File: src/hdl/desc64_macros.svh
/*
 * descriptor front end parameters.
 * bus widths, register map and default queue depth.
 */
`ifndef DESC64_MACROS_SVH
`define DESC64_MACROS_SVH

// register bus widths.
`define DESC64_DW 64
`define DESC64_AW 8

// register map, byte addresses on the register bus.
`define DESC64_DESC_ADDR_OFFSET 8'h00
`define DESC64_STATUS_OFFSET 8'h08
`define DESC64_DONE_OFFSET 8'h10

// default number of queued descriptor addresses.
`define DESC64_FIFO_DEPTH 4

`endif

File: src/hdl/desc64_pkg.sv
/*
 * descriptor front end types.
 * register bus request and response, and the hardware side of the registers.
 */
`include "desc64_macros.svh"

package desc64_pkg;

    // host request on the register bus.
    typedef struct packed {
        logic                     valid;
        logic                     write;
        logic [`DESC64_AW-1:0]    addr;
        logic [`DESC64_DW-1:0]    wdata;
        logic [`DESC64_DW/8-1:0]  wstrb;
    } desc64_reg_req_t;

    // response returned to the host.
    typedef struct packed {
        logic                  ready;
        logic [`DESC64_DW-1:0] rdata;
        logic                  error;
    } desc64_reg_rsp_t;

    // register file toward the wrapper and the queue.
    typedef struct packed {
        logic [`DESC64_DW-1:0] desc_addr_q;
        logic                  desc_addr_qe;
    } desc64_reg2hw_t;

    // queue state seen by the status register.
    typedef struct packed {
        logic [7:0] fifo_level;
        logic       fifo_full;
    } desc64_hw2reg_t;

endpackage

File: src/hdl/desc64_addr_fifo.sv
/*
 * descriptor address queue.
 * circular buffer with a valid/ready pop side and a fill level for status.
 */
`timescale 1ns/1ps
`include "desc64_macros.svh"

module desc64_addr_fifo #(
    parameter int unsigned DEPTH = `DESC64_FIFO_DEPTH
) (
    input  logic                       clk_i,
    input  logic                       arst_n_i,
    input  logic                       push_valid_i,
    output logic                       push_ready_o,
    input  logic [`DESC64_DW-1:0]      push_data_i,
    output logic                       pop_valid_o,
    input  logic                       pop_ready_i,
    output logic [`DESC64_DW-1:0]      pop_data_o,
    output desc64_pkg::desc64_hw2reg_t hw2reg_o
);

    localparam int unsigned PTR_W = $clog2(DEPTH);
    localparam int unsigned CNT_W = $clog2(DEPTH + 1);

    logic [`DESC64_DW-1:0] mem_q [DEPTH];
    logic [PTR_W-1:0]      wr_ptr_q;
    logic [PTR_W-1:0]      rd_ptr_q;
    logic [CNT_W-1:0]      count_q;
    logic                  push;
    logic                  pop;

    // wraps at DEPTH so that any depth works, not only powers of two.
    function automatic logic [PTR_W-1:0] ptr_inc(input logic [PTR_W-1:0] ptr);
        if (ptr == PTR_W'(DEPTH - 1)) begin
            return '0;
        end
        return ptr + 1'b1;
    endfunction

    assign push_ready_o = (count_q != CNT_W'(DEPTH));
    assign pop_valid_o  = (count_q != '0);
    assign push         = push_valid_i && push_ready_o;
    assign pop          = pop_valid_o && pop_ready_i;

    // oldest entry stays on the output until it is taken.
    assign pop_data_o = mem_q[rd_ptr_q];

    always_ff @(posedge clk_i) begin
        if (push) begin
            mem_q[wr_ptr_q] <= push_data_i;
        end
    end

    always_ff @(posedge clk_i or negedge arst_n_i) begin
        if (!arst_n_i) begin
            wr_ptr_q <= '0;
            rd_ptr_q <= '0;
            count_q  <= '0;
        end else begin
            if (push) begin
                wr_ptr_q <= ptr_inc(wr_ptr_q);
            end
            if (pop) begin
                rd_ptr_q <= ptr_inc(rd_ptr_q);
            end
            // push and pop together leave the level alone.
            if (push && !pop) begin
                count_q <= count_q + 1'b1;
            end else if (pop && !push) begin
                count_q <= count_q - 1'b1;
            end
        end
    end

    assign hw2reg_o.fifo_level = 8'(count_q);
    assign hw2reg_o.fifo_full  = !push_ready_o;

endmodule

File: src/hdl/desc64_frontend_top.sv
/*
 * descriptor DMA register front end.
 * register file, back-pressure wrapper and descriptor address queue.
 */
`timescale 1ns/1ps
`include "desc64_macros.svh"

module desc64_frontend_top (
    input  logic                        clk_i,
    input  logic                        arst_n_i,
    input  desc64_pkg::desc64_reg_req_t reg_req_i,
    output desc64_pkg::desc64_reg_rsp_t reg_rsp_o,
    output logic [`DESC64_DW-1:0]       desc_addr_o,
    output logic                        desc_valid_o,
    input  logic                        desc_ready_i,
    input  logic                        done_i
);

    import desc64_pkg::*;

    desc64_reg_req_t file_req;
    desc64_reg_rsp_t file_rsp;
    desc64_reg2hw_t  reg2hw;
    desc64_hw2reg_t  hw2reg;
    logic            push_valid;
    logic            push_ready;

    desc64_reg_file u_reg_file (
        .clk_i     (clk_i),
        .arst_n_i  (arst_n_i),
        .reg_req_i (file_req),
        .reg_rsp_o (file_rsp),
        .reg2hw_o  (reg2hw),
        .hw2reg_i  (hw2reg),
        .done_i    (done_i)
    );

    desc64_reg_wrapper u_reg_wrapper (
        .clk_i        (clk_i),
        .arst_n_i     (arst_n_i),
        .reg_req_i    (reg_req_i),
        .reg_rsp_o    (reg_rsp_o),
        .file_req_o   (file_req),
        .file_rsp_i   (file_rsp),
        .reg2hw_i     (reg2hw),
        .fifo_valid_o (push_valid),
        .fifo_ready_i (push_ready)
    );

    desc64_addr_fifo #(
        .DEPTH (`DESC64_FIFO_DEPTH)
    ) u_addr_fifo (
        .clk_i        (clk_i),
        .arst_n_i     (arst_n_i),
        .push_valid_i (push_valid),
        .push_ready_o (push_ready),
        .push_data_i  (reg2hw.desc_addr_q),
        .pop_valid_o  (desc_valid_o),
        .pop_ready_i  (desc_ready_i),
        .pop_data_o   (desc_addr_o),
        .hw2reg_o     (hw2reg)
    );

endmodule

File: src/hdl/desc64_reg_file.sv
/*
 * descriptor front end register file.
 * decodes the register bus, serves status and completion count reads,
 * and strobes each descriptor address write toward the queue.
 */
`timescale 1ns/1ps
`include "desc64_macros.svh"

module desc64_reg_file (
    input  logic                        clk_i,
    input  logic                        arst_n_i,
    input  desc64_pkg::desc64_reg_req_t reg_req_i,
    output desc64_pkg::desc64_reg_rsp_t reg_rsp_o,
    output desc64_pkg::desc64_reg2hw_t  reg2hw_o,
    input  desc64_pkg::desc64_hw2reg_t  hw2reg_i,
    input  logic                        done_i
);

    logic                  sel_desc;
    logic                  sel_status;
    logic                  sel_done;
    logic                  desc_we;
    logic [`DESC64_DW-1:0] desc_addr_q;
    logic [`DESC64_DW-1:0] desc_addr_wr;
    logic [`DESC64_DW-1:0] done_cnt_q;

    assign sel_desc   = (reg_req_i.addr == `DESC64_DESC_ADDR_OFFSET);
    assign sel_status = (reg_req_i.addr == `DESC64_STATUS_OFFSET);
    assign sel_done   = (reg_req_i.addr == `DESC64_DONE_OFFSET);

    // the descriptor address register is write only.
    assign desc_we = reg_req_i.valid && reg_req_i.write && sel_desc;

    // merge the enabled bytes over the held address.
    always_comb begin
        desc_addr_wr = desc_addr_q;
        for (int i = 0; i < `DESC64_DW/8; i++) begin
            if (reg_req_i.wstrb[i]) begin
                desc_addr_wr[8*i +: 8] = reg_req_i.wdata[8*i +: 8];
            end
        end
    end

    always_ff @(posedge clk_i) begin
        if (desc_we) begin
            desc_addr_q <= desc_addr_wr;
        end
    end

    // written value goes out in the same cycle as the strobe.
    assign reg2hw_o.desc_addr_q  = desc_we ? desc_addr_wr : desc_addr_q;
    assign reg2hw_o.desc_addr_qe = desc_we;

    // one count per completion pulse from the fetcher.
    always_ff @(posedge clk_i or negedge arst_n_i) begin
        if (!arst_n_i) begin
            done_cnt_q <= '0;
        end else if (done_i) begin
            done_cnt_q <= done_cnt_q + 1'b1;
        end
    end

    // every request completes in the cycle it is presented.
    assign reg_rsp_o.ready = reg_req_i.valid;

    always_comb begin
        reg_rsp_o.rdata = '0;
        if (!reg_req_i.write) begin
            if (sel_status) begin
                reg_rsp_o.rdata[`DESC64_DW-1] = hw2reg_i.fifo_full;
                reg_rsp_o.rdata[7:0]          = hw2reg_i.fifo_level;
            end else if (sel_done) begin
                reg_rsp_o.rdata = done_cnt_q;
            end
        end
    end

    // unmapped address, write to a read-only register or read of the write-only one.
    always_comb begin
        reg_rsp_o.error = 1'b0;
        if (reg_req_i.valid) begin
            if (!(sel_desc || sel_status || sel_done)) begin
                reg_rsp_o.error = 1'b1;
            end else if (reg_req_i.write && (sel_status || sel_done)) begin
                reg_rsp_o.error = 1'b1;
            end else if (!reg_req_i.write && sel_desc) begin
                reg_rsp_o.error = 1'b1;
            end
        end
    end

endmodule

File: src/hdl/desc64_reg_wrapper.sv
/*
 * register bus back-pressure for the descriptor queue.
 * stalls descriptor address writes while the queue is full and turns
 * each accepted write into a push.
 */
`timescale 1ns/1ps
`include "desc64_macros.svh"

module desc64_reg_wrapper (
    input  logic                        clk_i,
    input  logic                        arst_n_i,
    input  desc64_pkg::desc64_reg_req_t reg_req_i,
    output desc64_pkg::desc64_reg_rsp_t reg_rsp_o,
    output desc64_pkg::desc64_reg_req_t file_req_o,
    input  desc64_pkg::desc64_reg_rsp_t file_rsp_i,
    input  desc64_pkg::desc64_reg2hw_t  reg2hw_i,
    output logic                        fifo_valid_o,
    input  logic                        fifo_ready_i
);

    logic is_desc;

    assign is_desc = (reg_req_i.addr == `DESC64_DESC_ADDR_OFFSET);

    // hold the request back from the register file while the queue is full.
    always_comb begin
        file_req_o = reg_req_i;
        if (is_desc) begin
            file_req_o.valid = reg_req_i.valid && fifo_ready_i;
        end
    end

    // queue state only matters for accesses to the descriptor address.
    always_comb begin
        reg_rsp_o = file_rsp_i;
        if (is_desc) begin
            reg_rsp_o.ready = file_rsp_i.ready && fifo_ready_i;
        end
    end

    // the strobe only fires while the queue has room.
    assign fifo_valid_o = reg2hw_i.desc_addr_qe;

endmodule

File: config.mk
export PLATFORM = sky130hd
export DESIGN_NAME = desc64_frontend_top
export DESIGN_NICKNAME = d
export VERILOG_FILES = /design/src/hdl/desc64_pkg.sv /design/src/hdl/desc64_addr_fifo.sv /design/src/hdl/desc64_frontend_top.sv /design/src/hdl/desc64_reg_file.sv /design/src/hdl/desc64_reg_wrapper.sv
export VERILOG_INCLUDE_DIRS = /design/src /design/src/hdl
export SDC_FILE = /design/constraint.sdc
export NUM_CORES = 1
export LEC_CHECK = 0
export ABC_AREA = 1
export BUFFER_PORTS_ARGS = -buffer_cell sky130_fd_sc_hd__buf_2
export CAP_MARGIN = 20
export CELL_PAD_IN_SITES_DETAIL_PLACEMENT = 1
export CELL_PAD_IN_SITES_GLOBAL_PLACEMENT = 1
export CORE_UTILIZATION = 46
export CTS_CLUSTER_SIZE = 8
export DETAILED_ROUTE_END_ITERATION = 8
export HOLD_SLACK_MARGIN = 0.08
export PLACE_DENSITY = 0.9
export REMOVE_ABC_BUFFERS = 1
export SYNTH_ARGS = -nofsm -noshare
export SYNTH_HDL_FRONTEND = slang
export SYNTH_HIERARCHICAL = 1
export SYNTH_SLANG_ARGS = --single-unit
File: constraint.sdc
create_clock -name clk_i -period 5.62 [get_ports clk_i]
set_input_delay 0 -clock clk_i [delete_from_list [all_inputs] [get_ports clk_i]]
set_output_delay 0 -clock clk_i [all_outputs]
set_load 0.01 [all_outputs]
==> results.cfg <==
[outcome]
status = finished clean

[synth]
yosys.area.top_type = edfxtp_1
synth-simple-area-share_pct = 17.60
synth_top_family_by_area = simple AND/OR/NAND/NOR gates
ys_ff_latch = 391
yosys.area_share.adder_pct = 0.5825
synth_compound_area_share_pct = 7.396
yosysSeqAreaShare_pct = 58.17
synthXorXnorAreaFrac_pct = 2.276
yosysWarnings = 6
synthArstFlopShare_pct = 18.16
synth_top_flop_cell = edfxtp_1
synth_edf_count = 256
syn-cell-area_sq_um = 18470
synthMuxAreaShare_pct = 0
syn_area_per_cell_sq_um = 9.677
synth_top_area_share_pct = 41.61
synthDistinctLibCells = 32
ys_top_cells_by_area = edfxtp_1 42%, nand2_1 10%, dfrtp_1 9.6%
synthCells = 1909

[worst_setup_path]
worstPathArrival_ps = 4080
cp-end-kind = flip-flop
critPathLaunchType = flip-flop
setup.worst_path.class = flip-flop to flip-flop
worstPathRequired_ps = 5800
critPathMaxFanout = 49

[grt]
first_global_vias = 15110
overflow = 0
antenna_found_initial = 2
grt_max_degree = 169
gr-usage-all-layers_pct = 26.76
grt_pass1_wl_microns = 84730

[placement]
portBuffers = 216
place.gp.congestion = 0.8767
hpwlAfterDp_microns = 32740
place_area_sq_um = 18750

[clock_network]
clk_pin_slew_ps = 50
ctsResizeCount = 0
clockRootBuffer = clkbuf_16
cts_made_buffers = 55
cts_max_path_buffers = 3
post_cts_buffers = 0
cts_tree = done
cts_sinks = 391
htree_levels = 2
clkLatencyLatePin_ps = 570

[floorplan]
core_sq_um = 39640
io_pins = 217
die_y_microns = 202.4
num_rows = 73
start_util_pct = 46.60
die_x_microns = 202.4
dieArea_sq_um = 40960

[route]
vias_per_cell = 5.330
final_antenna_net_count = 0
vias = 14020
drtIter0Drc = 1009
routedWlPerCell_microns = 21.14
wl_microns = 55610
first_pass_iters = 9
drc = 0

[final_layout]
fin_nets = 2155
fin_area_sq_um = 21130
area.growth.synth_to_final_pct = 14.39
utilization_pct = 53.30
drive_above_1_share_pct = 14.84

[timing]
finalSetupViolations = 0
tightest_slew_ps = 1064
period_needed_ps = 3899
fin_setup_tns_ps = 0
finalClockSkew_ps = 15.05
holdWs_ps = 104.3
rsz0062_at_grt = no
relSlewSlack_pct = 29.05
fin_crit_sh_pct = 69.38
slew_violations = 0
fmax_ghz = 0.2565
finalHoldViolCount = 0

[pwr]
p_leak_nw = 9.533
power_density_nw_per_um2 = 390.2
vdd_drop_max_mv = 0.2815
finalPower_w = 0.008245

[hold_path]
hold_path_class = primary input to flip-flop

[run]
cap_violations = 0
## critical path, stage by stage (launching register included)
cell     delay [ps]
dfrtp_1         430
inv_1           100
nand3_1         200
nor2_1           70
nand3_1          80
nor2_2           50
nor2_1          250
nand3_4         390
inv_1           220
nand2_1         320
nor2_4          590
buf_4           730
## cell usage after synthesis (all sizes together), types with 9 or more instances
| library cell | number |
|---|---|
| edfxtp | 256 |
| dfrtp | 71 |
| nand2 | 514 |
| nor3 | 51 |
| nand3 | 49 |
| inv | 254 |
| nand4 | 21 |
| o211ai | 128 |
| buf | 200 |
| clkbuf | 18 |
| o21ai | 71 |
| nor2 | 143 |
| dfxtp | 64 |
| a21oi | 9 |
| xor2 | 44 |
## sequential cells by signal, indices dropped and copies added, names as in the netlist
| signal | count |
|---|---|
| u_reg_file/done_cnt_q | 64 |
| u_addr_fifo/count_q | 3 |
| u_reg_file/desc_addr_q | 64 |
| u_addr_fifo/mem_q | 256 |
| u_addr_fifo/rd_ptr_q | 2 |
| u_addr_fifo/wr_ptr_q | 2 |
## layer usage
metal / share of wire, % / up-vias / GRT usage (%)
met1: 38 / 6901 / 30.68
met4: 4.5 / 0 / 12.38
li1: - / 6391 / -
met2: 52 / 575 / 48.69
met3: 5.8 / 152 / 4.160
met5: 0 / - / 0
## final timing paths
check	from	slack (ps)	end	cells past startpoint
hold reg to reg	u_reg_file/done_cnt_q[62]	480	u_reg_file/done_cnt_q[62]	2
max in group asynchronous	arst_n_i	4700	u_addr_fifo/rd_ptr_q[0]	3
setup reg to reg	u_addr_fifo/count_q[0]	1720	u_addr_fifo/mem_q[3][27]	11
hold / removal	reg_req_i[4]	100	u_reg_file/desc_addr_q[33]	4
min in group asynchronous	arst_n_i	200	u_reg_file/done_cnt_q[49]	3
setup / recovery	u_addr_fifo/count_q[0]	1720	u_addr_fifo/mem_q[3][27]	11
## what timing repair did
item / 4_1_cts / 5_1_grt
hold buffers: 80 / 0
setup endpoints to repair: 0 / 0
endpoints found under the hold margin: 410 / 0
## area by class of cell
cell class,instances,area [sq um]
clock buffers,94,1523
fillers,4461,18510
diodes,3,7.507
inverters,254,953.4
flip-flops and latches,391,10750
multi-input cells,1050,5202
clock inverters,4,45.04
repair buffers,309,1992
well taps,525,656.9
## cells in the final DEF (no fill, tap or decap), types with 8 or more instances in the layout
master	instances
dlygate4sd3_1	80
xor2_1	44
o21ai_0	71
clkbuf_1	39
dfrtp_1	69
nand3_1	48
buf_2	216
nor2_4	8
nand2_1	513
nand4_1	21
o211ai_1	127
nor3_1	50
a21oi_1	9
dfxtp_1	64
inv_1	253
edfxtp_1	256
nor2_1	126
clkbuf_16	55
buf_4	12
## power by group
part           switching (W)  internal [W]  leakage (nW)
Clock                0.00126       0.00182         0.742
Combinational        0.00126      0.000644          4.74
Sequential          0.000161       0.00310          4.05
## stage by stage
| stage | instances | worst slack (ps) |
|---|---|---|
| floorplan | 1695 | 141.3 |
| global placement | 2449 | 2088 |
| detailed placement | 2449 | 1764 |
| CTS | 2627 | 1690 |
| global route | 2628 | 1514 |
| finish | 2630 | 1721 |
## cells by family after synthesis
group / Yosys count
simple gates: 781
fa+ha+maj: 8
compound gates: 208
other cells: 1
buf+inv: 472
xor+xnor: 48
flops: 391
(Power assumes the default switching activity.)
